## src/hw/csc_pkg.sv

```systemverilog
`default_nettype none

package csc_pkg;

  // Pixel component width
  localparam int pix_w = 8;

  // Sign bit plus 14-bit magnitude, magnitude below 4.0
  localparam int coef_w = 15;

  // Sign-magnitude term carried between the pipeline stages
  localparam int sm_w = 25;

  // Fixed-point fraction bits, also the low edge of the output window
  localparam int frac_w = 12;

  // One 25-bit word seen two ways
  // raw holds two's complement sums, sm splits sign from magnitude
  typedef union packed {
    logic [sm_w-1:0] raw;
    struct packed {
      logic            neg;
      logic [sm_w-2:0] mag;
    } sm;
  } sm_word_t;

endpackage

`default_nettype wire

```

## src/hw/csc_add.sv

```systemverilog
`default_nettype none

module csc_add #(
  parameter int delay_data_width = 16
) (
  input  wire                         clk,
  input  wire                         arst_n,
  input  wire csc_pkg::sm_word_t      data_1,
  input  wire csc_pkg::sm_word_t      data_2,
  input  wire csc_pkg::sm_word_t      data_3,
  input  wire csc_pkg::sm_word_t      data_4,
  output logic [csc_pkg::pix_w-1:0]   data_p,
  input  wire [delay_data_width-1:0]  ddata_in,
  output logic [delay_data_width-1:0] ddata_out
);

  // Bits above this index mean the result is 256 or more
  localparam int top_w = csc_pkg::frac_w + csc_pkg::pix_w;

  csc_pkg::sm_word_t             in_term [4];
  csc_pkg::sm_word_t             p1_term [4];
  csc_pkg::sm_word_t             p2_sum_a;
  csc_pkg::sm_word_t             p2_sum_b;
  csc_pkg::sm_word_t             p3_total;

  logic [delay_data_width-1:0]   p1_ddata;
  logic [delay_data_width-1:0]   p2_ddata;
  logic [delay_data_width-1:0]   p3_ddata;

  function automatic csc_pkg::sm_word_t to_twos(input csc_pkg::sm_word_t t);
    csc_pkg::sm_word_t r;
    r.raw = {1'b0, t.sm.mag};
    if (t.sm.neg) begin
      r.raw = ~r.raw + 1'b1;
    end
    return r;
  endfunction

  assign in_term[0] = data_1;
  assign in_term[1] = data_2;
  assign in_term[2] = data_3;
  assign in_term[3] = data_4;

  // Stage one, sign-magnitude to two's complement
  always_ff @(posedge clk or negedge arst_n) begin
    if (!arst_n) begin
      for (int i = 0; i < 4; i++) begin
        p1_term[i].raw <= '0;
      end
      p1_ddata <= '0;
    end else begin
      for (int i = 0; i < 4; i++) begin
        p1_term[i] <= to_twos(in_term[i]);
      end
      p1_ddata <= ddata_in;
    end
  end

  // Stage two, pair sums
  always_ff @(posedge clk or negedge arst_n) begin
    if (!arst_n) begin
      p2_sum_a.raw <= '0;
      p2_sum_b.raw <= '0;
      p2_ddata     <= '0;
    end else begin
      p2_sum_a.raw <= p1_term[0].raw + p1_term[1].raw;
      p2_sum_b.raw <= p1_term[2].raw + p1_term[3].raw;
      p2_ddata     <= p1_ddata;
    end
  end

  // Stage three, total
  always_ff @(posedge clk or negedge arst_n) begin
    if (!arst_n) begin
      p3_total.raw <= '0;
      p3_ddata     <= '0;
    end else begin
      p3_total.raw <= p2_sum_a.raw + p2_sum_b.raw;
      p3_ddata     <= p2_ddata;
    end
  end

  // Stage four, clamp below at zero and above at full scale
  always_ff @(posedge clk or negedge arst_n) begin
    if (!arst_n) begin
      data_p    <= '0;
      ddata_out <= '0;
    end else begin
      ddata_out <= p3_ddata;
      if (p3_total.raw[csc_pkg::sm_w-1]) begin
        data_p <= '0;
      end else if (p3_total.raw[csc_pkg::sm_w-2:top_w] == '0) begin
        data_p <= p3_total.raw[top_w-1:csc_pkg::frac_w];
      end else begin
        data_p <= '1;
      end
    end
  end

  // Headroom for the four-term sum relies on bit 23 staying clear
  a_term_headroom: assert property (
    @(posedge clk) disable iff (!arst_n)
    !(data_1.sm.mag[csc_pkg::sm_w-2] || data_2.sm.mag[csc_pkg::sm_w-2] ||
      data_3.sm.mag[csc_pkg::sm_w-2] || data_4.sm.mag[csc_pkg::sm_w-2])
  );

endmodule

`default_nettype wire

```

## src/hw/csc_channel.sv

```systemverilog
`default_nettype none

module csc_channel #(
  parameter int delay_data_width = 16
) (
  input  wire                         clk,
  input  wire                         arst_n,
  input  wire [csc_pkg::pix_w-1:0]    r,
  input  wire [csc_pkg::pix_w-1:0]    g,
  input  wire [csc_pkg::pix_w-1:0]    b,
  input  wire [csc_pkg::coef_w-1:0]   coef_r,
  input  wire [csc_pkg::coef_w-1:0]   coef_g,
  input  wire [csc_pkg::coef_w-1:0]   coef_b,
  input  wire csc_pkg::sm_word_t      offset,
  input  wire [delay_data_width-1:0]  ddata_in,
  output logic [csc_pkg::pix_w-1:0]   data_p,
  output logic [delay_data_width-1:0] ddata_out
);

  csc_pkg::sm_word_t           prod_r;
  csc_pkg::sm_word_t           prod_g;
  csc_pkg::sm_word_t           prod_b;

  logic [delay_data_width-1:0] d1_ddata;
  logic [delay_data_width-1:0] d2_ddata;

  // Products take two cycles
  csc_mul mul_r (
    .clk    (clk),
    .arst_n (arst_n),
    .pix    (r),
    .coef   (coef_r),
    .prod   (prod_r)
  );

  csc_mul mul_g (
    .clk    (clk),
    .arst_n (arst_n),
    .pix    (g),
    .coef   (coef_g),
    .prod   (prod_g)
  );

  csc_mul mul_b (
    .clk    (clk),
    .arst_n (arst_n),
    .pix    (b),
    .coef   (coef_b),
    .prod   (prod_b)
  );

  // Side data waits out the multiplier latency
  always_ff @(posedge clk or negedge arst_n) begin
    if (!arst_n) begin
      d1_ddata <= '0;
      d2_ddata <= '0;
    end else begin
      d1_ddata <= ddata_in;
      d2_ddata <= d1_ddata;
    end
  end

  // Offset skips the multipliers, so it must be held steady while pixels flow
  csc_add #(
    .delay_data_width (delay_data_width)
  ) add (
    .clk       (clk),
    .arst_n    (arst_n),
    .data_1    (prod_r),
    .data_2    (prod_g),
    .data_3    (prod_b),
    .data_4    (offset),
    .data_p    (data_p),
    .ddata_in  (d2_ddata),
    .ddata_out (ddata_out)
  );

  // Side data leaves six cycles after entry, in step with its pixel
  a_ddata_latency: assert property (
    @(posedge clk) disable iff (!arst_n)
    $past(arst_n, 6) |-> (ddata_out == $past(ddata_in, 6))
  );

  // Zero pixels contribute nothing, so the result depends on offset alone
  a_offset_only: assert property (
    @(posedge clk) disable iff (!arst_n)
    (r == '0 && g == '0 && b == '0 && offset.sm.neg && $stable(offset)) |->
      ##6 (data_p == '0)
  );

endmodule

`default_nettype wire

```

## src/hw/csc_mul.sv

```systemverilog
`default_nettype none

module csc_mul (
  input  wire                       clk,
  input  wire                       arst_n,
  input  wire [csc_pkg::pix_w-1:0]  pix,
  input  wire [csc_pkg::coef_w-1:0] coef,
  output csc_pkg::sm_word_t         prod
);

  // Coefficient magnitude, pixel nibble and partial product widths
  localparam int mag_w  = csc_pkg::coef_w - 1;
  localparam int nib_w  = csc_pkg::pix_w / 2;
  localparam int part_w = nib_w + mag_w;
  localparam int out_w  = csc_pkg::sm_w - 1;

  logic [mag_w-1:0]  coef_mag;
  logic              coef_neg;
  logic [nib_w-1:0]  pix_lo;
  logic [nib_w-1:0]  pix_hi;

  logic [part_w-1:0] p1_lo;
  logic [part_w-1:0] p1_hi;
  logic              p1_neg;

  logic [out_w-1:0]  mag_sum;
  logic              mag_zero;

  assign coef_neg = coef[csc_pkg::coef_w-1];
  assign coef_mag = coef[mag_w-1:0];

  assign pix_lo = pix[nib_w-1:0];
  assign pix_hi = pix[csc_pkg::pix_w-1:nib_w];

  // Stage one
  // Two nibble-wide products keep each multiplier small
  always_ff @(posedge clk or negedge arst_n) begin
    if (!arst_n) begin
      p1_lo  <= '0;
      p1_hi  <= '0;
      p1_neg <= 1'b0;
    end else begin
      p1_lo  <= part_w'(pix_lo) * part_w'(coef_mag);
      p1_hi  <= part_w'(pix_hi) * part_w'(coef_mag);
      p1_neg <= coef_neg;
    end
  end

  // High nibble product weighs 2^nib_w more than the low one
  assign mag_sum  = (out_w'(p1_hi) << nib_w) + out_w'(p1_lo);
  assign mag_zero = (mag_sum == '0);

  // Stage two
  always_ff @(posedge clk or negedge arst_n) begin
    if (!arst_n) begin
      prod.sm.neg <= 1'b0;
      prod.sm.mag <= '0;
    end else begin
      prod.sm.mag <= mag_sum;
      // Zero result is always positive zero
      prod.sm.neg <= p1_neg && !mag_zero;
    end
  end

  // A zero operand must come out as plain zero for either coefficient sign
  a_zero_prod_positive: assert property (
    @(posedge clk) disable iff (!arst_n)
    (pix == '0 || coef_mag == '0) |-> ##2 (prod.raw == '0)
  );

endmodule

`default_nettype wire

```

## config.mk

```make
export PLATFORM = sky130hd
export DESIGN_NAME = csc_channel
export DESIGN_NICKNAME = d
export VERILOG_FILES = /design/src/hw/csc_pkg.sv /design/src/hw/csc_add.sv /design/src/hw/csc_channel.sv /design/src/hw/csc_mul.sv
export SDC_FILE = /design/constraint.sdc
export NUM_CORES = 1
export LEC_CHECK = 0
export BUFFER_PORTS_ARGS = -buffer_cell sky130_fd_sc_hd__buf_4
export CAP_MARGIN = 20
export CORE_MARGIN = 3
export CORE_UTILIZATION = 45
export DETAILED_ROUTE_END_ITERATION = 16
export HOLD_SLACK_MARGIN = 0.06
export PLACE_DENSITY = 0.7
export SLEW_MARGIN = 20
export SYNTH_ARGS = -nofsm -noshare
export SYNTH_HDL_FRONTEND = slang
export SYNTH_SLANG_ARGS = --single-unit
```

## constraint.sdc

```tcl
create_clock -name clk -period 3.7 [get_ports clk]
set_input_delay 0.185 -clock clk [delete_from_list [all_inputs] [get_ports clk]]
set_output_delay 0.185 -clock clk [all_outputs]
set_load 0.02 [all_outputs]
```

==> metrics list, run 1 <==
* Total count of max-transition violations in the final report: 0
- Met2 wire len: 29020 µm
- From synthesis to final layout, the design area changed by 15.96%.
* Final critical path time including I/O delays and setup: 3.599 ns
- In this run the power density over the cells is 710.9 nW/µm².
- Top area cells in the synthesized netlist: dfrtp_1 (39%), ha_1 (11%), fa_1 (10%)
- Nets: 3583
- dfrtp_1 takes more of the synthesized area than any other cell.
* Number of flip-flops and latches in the synthesized netlist: 450
- Final setup skew: 0.01799 ns
* Adder and majority cell fraction of the synthesized area: 0.2116
- Library cell with the highest instance count after synthesis: dfrtp_1
- Die extent in y: 259.1 µm
* Root buffer selected by CTS: clkbuf_16
- Detailed-routing wirelength on met1: 28120 µm
* Post-Synthesis Net Count: 3337
- Of the total synthesized cell area, the portion taken by AND, OR, NAND and NOR gates is 0.1521.
* Count of TritonRoute iterations in the first routing pass: 5
* Mean cell area of the mapped netlist: 10.19 µm²
* GPL Wtd Cong: 0.8807
- Setup repair after global routing could not meet its margin everywhere.
- Post-CTS timing repair inserted 0 buffers for setup.
- Crit path kind: input pin to register
- The Yosys step of the flow raised 0 warnings.
- Share of post-route cells with drive strength above 1: 0.08620
- The tightest hold path in the finished design has a slack of 0.1260 ns.
* Main flop type after synthesis: dfrtp_1
* I/O Buffers: 135
* Worst setup margin: 0.1007 ns
- Pin placement for this block handled 136 I/O pins.
- Core outline area: 63200 µm²
- Global Route Usage Sum: 0.1846
* Worst setup SP type: input pin
- Summing over every cut layer, the via total after detailed routing is 20230.
* Width of the die: 259.1 µm
- For the pin with the worst max-slew slack, the measured transition is 0.9416 ns.
- By area, the combinational part of the netlist is dominated by adder cells.
- Post-synth design cell area: 28820 µm²
* Post-route ant nets: 0
* Most frequent cells after synthesis: dfrtp_1 (450), inv_1 (350), and2_1 (250), ha_1 (249), nand2_1 (194)
- Fraction of the mapped netlist area in compound gates: 0.1198
- Multiplexer share of the synthesized area: 0.002518
* Standard-cell rows: 92
* TritonCTS buffer count: 47
- Maximum number of pins on one net before global-route repair: 167
- Maximum capacitance violations: 0
- The kind of cell with the highest combined delay along the critical path is adder cells.
- The number of buffers and inverters on the critical path is 4.
* # DRC: 0
* Cell-by-cell trace of the critical path: dlygate4sd3_1 -> buf_4 -> and2_1 -> fa_1 -> inv_1 -> fa_1 -> inv_1 -> ha_1 -> a21oi_1 -> o21ai_2 -> a211oi_2 -> or4_1 -> a31oi_2 -> nor4_1 -> a311o_1
* Total global routing overflow: 0
- Clock-pin slew was measured on the worst setup and hold paths at 0.06 ns.
- Area of the die: 67120 µm²
- Drt wl/cell: 15.28 µm
- Endpoint required time on the critical path: 4.15 ns
* Proportion of register bits with asynchronous set or reset after synthesis: 1.000
- Summed over all nets, the half-perimeter wirelength after detailed placement is 47220 µm.
* Total wirelength of the detailed-routed design: 60620 µm
- Vias per Instance: 5.101
- Setup crit end kind: register
- Worst setup timing slack at the placement stage: -0.04195 ns
- Of the available clock period, the critical path in the final layout requires 0.9728.
- IR drop worst, VDD: 0.3689 mV
- For this configuration, the core starts out at a cell density of 0.4560.
* Crit-path max FO: 8
- Data arrival time at the worst-slack endpoint: 4.05 ns
- Clock Latency Late Sink: 0.58 ns
- Fmax achieved: 277.8 MHz
- Portion of the post-synthesis area used by sequential elements: 0.3907
- Worst-case headroom to the max-slew limit: 0.3723
- The clock drives 450 sinks.
- In this run the worst hold path is classified as input pin to register.
- In this run the static leakage power is 15.75 nW.
* Number of global-route vias before repair: 20310
- The share of synthesized area in the top cell type comes to 0.3907.
- Status: finished, final reports clean
* Antenna violations before repair: 14
- TritonCTS clock tree: done
- After the first detailed-routing iteration, the DRC count stood at 1233.
- In this run, synthesis inferred 0 flip-flops with an integrated enable.
* Number of unique standard cell types used by synthesis: 75
- Of the total synthesized cell area, the portion taken by XOR and XNOR cells is 0.07263.
* Number of setup violations in the final report: 0
- The first global-routing pass estimated 101400 µm of wire.
- The number of hold violations in the final report came to 0.
* Met3 layer wire length in the routed design: 2176 µm
* Buffer levels on the longest clock path: 3
- Cell with the largest stage delay on the worst path: or4_1
* Highest Signal Layer: met5
* Peak per-stage delay on the critical path: 0.58 ns
- Gate Count Post-Synth: 2827
- The H-tree was split into 2 levels.
-- layout make-up --
type / count / area [µm²]
Sequential cell: 450 / 11260
Tap cell: 846 / 1059
Inverter: 350 / 1314
Multi-Input combinational cell: 1990 / 16130
Fill cell: 5595 / 29770
Antenna cell: 11 / 27.53
Clock buffer: 62 / 1303
Timing Repair Buffer: 234 / 1999
Clock inverter: 23 / 327.8
-- layout by cell type (no fill, tap or decap), drive strengths merged, types with 62 or more instances in the layout --
cell | netlist | routed
a21oi | 110 | 110
and2 | 250 | 250
buf | 4 | 155
clkbuf | 33 | 62
dfrtp | 450 | 450
dlygate4sd3 | 0 | 79
fa | 149 | 149
ha | 249 | 249
inv | 350 | 352
nand2 | 194 | 194
nor2 | 128 | 128
o21ai | 116 | 116
xnor2 | 189 | 189
-- path summary, 6_finish.rpt --
path / startpoint / to / slack [ns] / cells past startpoint
setup / recovery: coef_b[1] / mul_b.p1_lo[17] / 0.10 / 15
hold / removal: g[5] / mul_g.p1_hi[1] / 0.13 / 3
setup reg to reg: mul_r.p1_hi[1] / mul_r.prod[24] / 0.40 / 9
hold reg to reg: add.p2_ddata[1] / add.p3_ddata[1] / 0.34 / 0
max in group asynchronous: arst_n / add.p1_term[41] / 2.62 / 3
min in group asynchronous: arst_n / add.p3_total[18] / 0.25 / 3
-- state kept, by name (all words and copies together) (netlist names), 18 cells and up --
| name | count |
|---|---|
| mul_g.p1_hi | 18 |
| mul_r.p1_hi | 18 |
| mul_g.prod | 24 |
| mul_b.p1_lo | 18 |
| mul_b.prod | 24 |
| mul_b.p1_hi | 18 |
| mul_g.p1_lo | 18 |
| mul_r.prod | 24 |
| add.p2_sum_a | 25 |
| add.p1_term | 100 |
| add.p2_sum_b | 25 |
| mul_r.p1_lo | 18 |
-- cell families (layout without fill, tap and decap cells) --
kind of cell / after synthesis / after routing
xor gates and xnor gates: 239 / 239
buffers and inverters: 387 / 669
AOI/OAI and AO/OA: 516 / 516
adders and majority gates: 398 / 398
DFF: 450 / 450
and+or+nand+nor: 830 / 830
other: 0 / 11
muxes: 7 / 7
-- power by group --
| part | leakage [nW] | switching, mW | internal [mW] |
|---|---|---|---|
| logic | 9.67 | 6.36 | 4.89 |
| clock network | 0.782 | 1.94 | 2.92 |
| registers | 5.29 | 1.01 | 6.63 |
-- stage by stage --
step             util  power [mW]  area, µm²  std cells  setup TNS [ns]
4_1_cts        0.5279       23.84      33360       3955               0
2_1_floorplan       -       15.72      28820       2827               0
3_3_place_gp   0.4896       18.54      30940       3791               0
3_5_place_dp   0.4896       18.71      30940       3791        -0.04195
5_1_grt        0.5287       25.68      33410       3962        -0.05013
6_report       0.5288       23.76      33420       3966               0
-- worst reg2reg max path, cell delays in order (launching register included) --
cell,delay (ns)
dfrtp_1,0.39
ha_1,0.31
a211o_1,0.34
a2111oi_1,0.58
o21bai_1,0.24
a221oi_1,0.37
xnor2_1,0.20
nor4bb_1,0.31
nand4bb_1,0.13
o41a_1,0.33
-- metal layers --
metal,vias to the layer above,GRT usage
met5,-,0
li1,10010,-
met2,291,0.3099
met1,9830,0.2525
met4,8,0.04306
met3,88,0.02829
-- repair_timing --
| item | 4_1_cts | 5_1_grt |
|---|---|---|
| hold endpoints to repair | 506 | 0 |
| hold buffers | 79 | 0 |
| endpoints found under the setup margin | 0 | 10 |
| gates resized for setup | 0 | 13 |
(Power assumes the default switching activity.)
==> run 2, diff against run 1 <==
--- a/config.mk
+++ b/config.mk
@@ -7,7 +7,7 @@
 export LEC_CHECK = 0
 export BUFFER_PORTS_ARGS = -buffer_cell sky130_fd_sc_hd__buf_4
 export CAP_MARGIN = 20
-export CORE_MARGIN = 3
+export CORE_MARGIN = 1.5
 export CORE_UTILIZATION = 45
 export DETAILED_ROUTE_END_ITERATION = 16
 export HOLD_SLACK_MARGIN = 0.06
==> constraint.sdc (replaced) <==
create_clock -name clk -period 3.7 [get_ports clk]
set_input_delay 0.185 -clock clk [delete_from_list [all_inputs] [get_ports clk]]
set_output_delay 0.185 -clock clk [all_outputs]
set_load 0.01 [all_outputs]
==> run 2 against run 1 <==
Against the previous run: worst setup slack gained 0.040 ns; maximum frequency grew 1.1%; power shrank 1.7%; die area shrank 2.3%; combinational power is essentially flat; clock power shrank 6.2%; utilization shrank 0.097 points; non-clock buffer count grew 3; sequential power is essentially flat; sequential cell count is the same; wire length shrank 1.5%; sequential share of layout area grew 0.062 points; largest cell class unchanged.
==> metrics list, run 2 (synthesized netlist as in run 1, its figures left out) <==
* Final critical path time including I/O delays and setup: 3.559 ns
- CTS placed an instance of clkbuf_16 at the clock tree root.
- Total count of max-transition violations in the final report: 0
* Number of H-tree branching levels: 2
- Leading cell types in the layout, fill and taps excluded: dfrtp_1 (450), inv_1 (350), and2_1 (250), ha_1 (249), nand2_1 (194)
* Drt wl/cell: 15.06 µm
- For this run, the total global-route usage over all layers was measured as 0.1855.
- Post-DP HPWL: 46520 µm
- After clock tree synthesis, the clock-pin slew on the worst setup and hold paths is 0.05 ns.
- The initial antenna violation count came to 11.
- Cell with the largest stage delay on the worst path: or4_4
- Kind of cell with the highest combined delay on the critical path: adder cells
- Final Hold Vio Count: 0
* Area taken by flip-flops and latches: 11260 µm²
- The clock reaches the later pin of the worst-skew pair after 0.58 ns.
- Using the TritonRoute via totals, the vias-per-cell ratio works out to 5.100.
- Status: finished, final reports clean
- IR drop worst, VDD: 0.3991 mV
* # DRC: 0
- I/O Buffers: 135
* Number of global-route vias before repair: 20070
- TritonCTS built the clock tree.
- Of the available clock period, the critical path in the final layout requires 0.9620.
- The largest single stage delay on the critical path is 0.57 ns.
- The initial utilization of the core area, before any placement, comes to 0.4560.
- Total wirelength of the detailed-routed design: 59700 µm
* Filler cells: 5598
- For the worst setup path, the data required time is 4.16 ns.
- The routed layout has 20220 vias.
- Total global routing overflow: 0
- Fmax achieved: 281.0 MHz
- At the end of routability-driven placement, the weighted congestion stood at 0.8835.
- Buffer levels on the longest clock path: 3
- At the worst endpoint, the arrival time is 4.02 ns.
- Setup violations remaining at the end of the flow were counted as 0.
* Width of the die: 256.1 µm
- The first detailed-routing pass took 5 iterations.
- Core outline area: 63200 µm²
- Of all nets on the critical path, the largest fanout is 8.
* Number of placed instances with taps included: 3795
- The design draws 23.37 mW.
- Setup repair after global routing could not meet its margin everywhere.
- In the final layout, the share of cells above drive strength 1 is 0.08772.
- Worst-case headroom to the max-slew limit: 0.4260
* Number of standard cells in the layout, taps in and fillers out: 3964
- STA classifies the critical path endpoint as a register.
- Largest register FFs: 100
* Largest Register: add.p1_term
* Number of sinks handled by clock tree synthesis: 450
- For the pin with the worst max-slew slack, the measured transition is 0.8610 ns.
- The first global-routing pass estimated 100100 µm of wire.
- Final setup skew: 0.01784 ns
- Number of ports placed on the die boundary: 136
- The die is 256.1 µm tall.
- Buffers & Inverters on Critical Path: 4
- Post-route ant nets: 0
- After the first detailed-routing iteration, the DRC count stood at 1021.
* Worst setup SP type: input pin
* Most common cell after layout, fill and taps aside: dfrtp_1
- The die covers 65570 µm².
* Final design utilization: 0.5279
- Walking the worst path, the cells encountered are dlygate4sd3_1 -> buf_4 -> and2_1 -> fa_1 -> inv_1 -> fa_1 -> inv_1 -> ha_1 -> a21oi_2 -> o21ai_1 -> a211oi_2 -> or4_4 -> a31oi_4 -> nor4_1 -> a311o_1.
- Nets: 3586
* TritonCTS buffer count: 47
- The tool flagged a number of max-cap violations equal to 0.
* Crit path kind: input pin to register
* Maximum number of pins on one net before global-route repair: 113
- Multi-input logic area: 16170 µm²
* Standard-cell rows: 92
- In this run the static leakage power is 15.73 nW.
- The area growth from synthesis to layout is 15.75%.
- Worst setup margin: 0.1407 ns
- Final total negative setup slack: 0 ns
- In the final layout, the registers with the most flip-flops are add.p1_term (100), add.p2_sum_a (25), add.p2_sum_b (25).
- Before CTS, the worst setup slack after placement is -0.001585 ns.
- Cell Pwr Density: 700.4 nW/µm²
* Worst hold path type: input pin to register
-- run 2: cell type report --
| cell class | instances | share of cell area |
|---|---|---|
| Timing Repair Buffer | 237 | 0.06091 |
| Tap cell | 846 | 0.03173 |
| Clock inverter | 17 | 0.005326 |
| Clock buffer | 68 | 0.04002 |
| Antenna cell | 6 | 0.0004501 |
| Inverter | 350 | 0.03938 |
| Sequential cell | 450 | 0.3376 |
| Multi-Input combinational cell | 1990 | 0.4846 |
-- run 2: through the flow --
| step | hold slack [ns] | cell area [µm²] |
|---|---|---|
| 2_1_floorplan | -0.1106 | 28820 |
| 3_3_place_gp | 0.2957 | 30980 |
| 3_5_place_dp | 0.2955 | 30980 |
| 4_1_cts | 0.07338 | 33280 |
| 5_1_grt | 0.1173 | 33360 |
| 6_report | 0.09955 | 33360 |
-- run 2: repair_timing --
| item | CTS | global route |
|---|---|---|
| endpoints found under the setup margin | 0 | 14 |
| setup buffers | 0 | 0 |
| gates resized for setup | 0 | 20 |
| endpoints found under the hold margin | 162 | 0 |
| hold buffers | 78 | 0 |
-- run 2: final timing paths --
kind | startpoint | end | slack, ns | cells past startpoint
setup / recovery | coef_b[1] | mul_b.p1_lo[17] | 0.14 | 15
hold / removal | r[5] | mul_r.p1_hi[1] | 0.1 | 3
setup reg to reg | mul_r.p1_hi[1] | mul_r.prod[24] | 0.45 | 9
hold reg to reg | d2_ddata[7] | add.p1_ddata[7] | 0.34 | 0
max in group asynchronous | arst_n | mul_b.prod[10] | 2.41 | 3
min in group asynchronous | arst_n | add.p3_total[21] | 0.30 | 2
-- run 2: worst min-delay path, stage by stage --
cell    delay [ns]
buf_4         0.17
and2_1        0.15
ha_1          0.13
-- run 2: where the power goes --
group          internal (mW)  switching, mW  total (mW)
clock network           2.66           1.90        4.56
registers               6.63          0.995        7.63
logic                   4.90           6.28        11.2
-- run 2: routing by layer --
metal / vias to the layer above / wire [µm] / GRT usage
met3: 90 / 2254 / 0.02704
met4: 12 / 1413 / 0.05128
met1: 9782 / 27730 / 0.2502
met2: 323 / 28230 / 0.3112
met5: - / 71 / 0
li1: 10010 / - / -
==> run 3, diff against run 2 <==
--- a/config.mk
+++ b/config.mk
@@ -12,6 +12,7 @@
 export DETAILED_ROUTE_END_ITERATION = 16
 export HOLD_SLACK_MARGIN = 0.06
 export PLACE_DENSITY = 0.7
+export RECOVER_POWER = 100
 export SLEW_MARGIN = 20
 export SYNTH_ARGS = -nofsm -noshare
 export SYNTH_HDL_FRONTEND = slang
==> run 3 against run 2 <==
Against the previous run: the flow now finishes with violations (max-capacitance violations, max-slew violations); clock power about the same; sequential cell count unchanged; global-route usage did not move; design area decreased by 0.60%; count of clock-buffer cells in the layout did not move; sequential share of layout area increased by 0.20 points; utilization is 0.31 points lower; cell count did not move; clock skew about the same; wire length is essentially flat; via count barely moved; critical path depth unchanged.
==> metrics list, run 3 (synthesized netlist as in run 1, its figures left out) <==
- Number of setup violations in the final report: 0
- Maximum number of pins on one net before global-route repair: 113
- Ranked by flip-flop count, first place goes to add.p1_term.
- The final layout contains 3586 nets.
* Worst slew pin tran: 2.831 ns
- Antenna violations before repair: 11
* # DRC: 0
- Total global routing overflow: 0
- In this run the horizontal extent of the chip is 256.1 µm.
* Number of DRC markers in iteration 0: 1005
- The area growth from synthesis to layout is 15.06%.
- In this run the core area contains 92 standard-cell rows.
- Final design utilization: 0.5247
* Switching Fraction: 0.3929
* Proportion of power drawn by the clock network: 0.196
- At the end of routability-driven placement, the weighted congestion stood at 0.8835.
- Along the worst path, the maximum fanout reaches 8.
- Setup crit end kind: register
- Worst setup SP type: input pin
- The tightest min-delay check is of the input pin to register type.
- The number of global-route vias before repair was 20070.
* Clock-pin slew on the worst setup and hold paths: 0.05 ns
* Biggest regs: add.p1_term (100), add.p2_sum_a (25), add.p2_sum_b (25)
- During I/O placement, the number of pins put on the boundary was 136.
* Net load switching power: 9.141 mW
- During placement, the flow inserted port buffers numbering 135.
* Initial core utilization: 0.4560
- Share of total power in combinational logic: 0.477
* Final setup skew: 0.01787 ns
- TritonCTS buffer count: 47
- At the later pin of the worst-skew pair, clock insertion delay measures 0.58 ns.
* Global Route Usage Sum: 0.1855
* Post-Layout Inst Area: 33160 µm²
- Unrepaired setup endpoints after global routing: yes
* Number of H-tree branching levels: 2
* Buffer levels on the longest clock path: 3
* Total wirelength of the detailed-routed design: 59710 µm
- Status: finished, violations left
- The die covers 65570 µm².
* Maximum capacitance violations: 1
- Once placement finished, the instance area stood at 30980 µm².
- Setup slack on the worst reg-to-reg path comes out at 0.33 ns.
* First-pass GRT wire length: 100100 µm
- The register with the most flip-flops in the layout has 100 of them.
- After filler insertion, the fill cell instance count of the layout stands at 5658.
- Fmax achieved: 278.1 MHz
- Share of total power in sequential cells: 0.328
- In this run the power density over the cells is 701.6 nW/µm².
- Measured along the y axis, the die boundary spans 256.1 µm.
- The worst setup path is of the input pin to register kind.
- Dividing the detail-routed wire length by the instance count gives 15.06 µm.
- TritonCTS clock tree: done
* Vias: 20230
* Final cycle utilization of the critical path: 0.9718
- Number of standard cells in the layout, taps in and fillers out: 3964
* Cell-by-cell trace of the critical path: dlygate4sd3_1 -> buf_4 -> nand2_1 -> fa_1 -> inv_1 -> fa_1 -> ha_1 -> a21o_1 -> a21oi_1 -> o21ai_1 -> a211oi_1 -> or4_4 -> a31oi_4 -> buf_4 -> a311o_1
- After floorplanning, the core was sized to cover 63200 µm².
* Vias per Instance: 5.103
- Number of sinks handled by clock tree synthesis: 450
- In this run the static leakage power is 15.56 nW.
- The first detailed-routing pass ran for 7 iterations.
- Cell with the largest stage delay on the worst path: dlygate4sd3_1
* Share of post-route cells with drive strength above 1: 0.07294
- The number of hold violations in the final report came to 0.
- Data arrival time at the worst-slack endpoint: 4.05 ns
- Leading cell types in the layout, fill and taps excluded: dfrtp_1 (450), inv_1 (350), ha_1 (249), and2_1 (234), nand2_1 (194)
- Across the VDD grid, the largest voltage drop is 0.3955 mV.
- The largest single stage delay on the critical path is 0.53 ns.
- The number of placed instances, taps included, is 3795.
* Root buffer selected by CTS: clkbuf_16
- Leaving out fill and tap cells, the most frequent cell in the layout is dfrtp_1.
- The final reports fail on max-capacitance violations, max-slew violations.
* Endpoint required time on the critical path: 4.15 ns
- Post-route ant nets: 0
- The internal portion of the total power is 14.13 mW.
- The worst path in the final design needs a cycle of 3.596 ns, including I/O delays and setup.
- Worst-case headroom to the max-slew limit: -0.8871
* Total count of max-transition violations in the final report: 110
- Summed over all nets, the half-perimeter wirelength after detailed placement is 46520 µm.
## run 3: changes by cell type in the layout (fill, tap and decap cells not counted), moves of 4 or more
cell / change
or4_1: +4
clkbuf_4: +17
clkbuf_1: +37
and2_1: -16
buf_4: -55
o21ai_1: -9
o21ai_0: +9
or4_4: -4
and2_0: +16
## run 3: path summary, 6_finish.rpt
path / startpoint / endpoint / depth (start not counted)
worst min register to register: add.p1_ddata[2] / add.p2_ddata[2] / 0
min in group asynchronous: arst_n / add.p3_total[21] / 2
worst max register to register: mul_r.p1_hi[1] / mul_r.prod[24] / 9
worst max-delay path: coef_b[0] / mul_b.p1_lo[17] / 15
max in group asynchronous: arst_n / mul_b.p1_lo[8] / 3
worst min-delay path: r[5] / mul_r.p1_hi[1] / 3
## run 3: through the flow
step / hold slack (ns) / total power [mW] / setup WS, ns / TNS [ns]
floorplan: -0.1106 / 15.68 / 0.1478 / 0
CTS: 0.07338 / 23.42 / 0.05863 / 0
finish: 0.09937 / 23.27 / 0.1045 / 0
global route: 0.1173 / 25.19 / -0.05650 / -0.1940
global placement: 0.2957 / 18.50 / -0.01627 / -0.01627
detailed placement: 0.2955 / 18.62 / -0.001585 / -0.001585
## run 3: what timing repair did
item,CTS,global route
hold buffers,78,0
endpoints found under the setup margin,0,14
setup buffers,0,0
resized for setup,0,20
endpoints found under the hold margin,162,0
## run 3: metal layers
metal | wire, µm | share of wire | vias to the layer above | GRT usage
li1 | - | - | 10010 | -
met1 | 27570 | 0.46 | 9771 | 0.2502
met2 | 28240 | 0.47 | 343 | 0.3112
met3 | 2379 | 0.040 | 94 | 0.02704
met4 | 1451 | 0.024 | 12 | 0.05128
met5 | 71 | 0.0012 | - | 0
## run 3: worst max-delay path, delay by kind of cell
| kind | cells | cell delay [ns] |
|---|---|---|
| fa+ha+maj | 3 | 1.34 |
| compound gates | 6 | 1.34 |
| buf+inv | 4 | 0.87 |
| simple gates | 2 | 0.31 |
## run 3: final cells by class
| cell class | instances | area [µm²] | share of cell area |
|---|---|---|---|
| multi-input combinational | 1990 | 16130 | 0.4864 |
| sequential | 450 | 11260 | 0.3396 |
| timing repair buffer | 237 | 1872 | 0.05645 |
| clock buffer | 68 | 1335 | 0.04026 |
| inverter | 350 | 1314 | 0.03962 |
| tap | 846 | 1059 | 0.03192 |
| clock inverter | 17 | 177.7 | 0.005358 |
| antenna | 6 | 15.01 | 0.0004528 |
## run 3: power by group through the flow
stage | clock network [mW] | registers, mW | logic [mW]
after floorplan | 0 | 7.30 | 8.37
after global placement | 0 | 7.68 | 10.8
after detailed placement | 0 | 7.71 | 10.9
after CTS | 4.68 | 7.64 | 11.1
after global routing | 4.90 | 7.77 | 12.5
final | 4.56 | 7.62 | 11.1
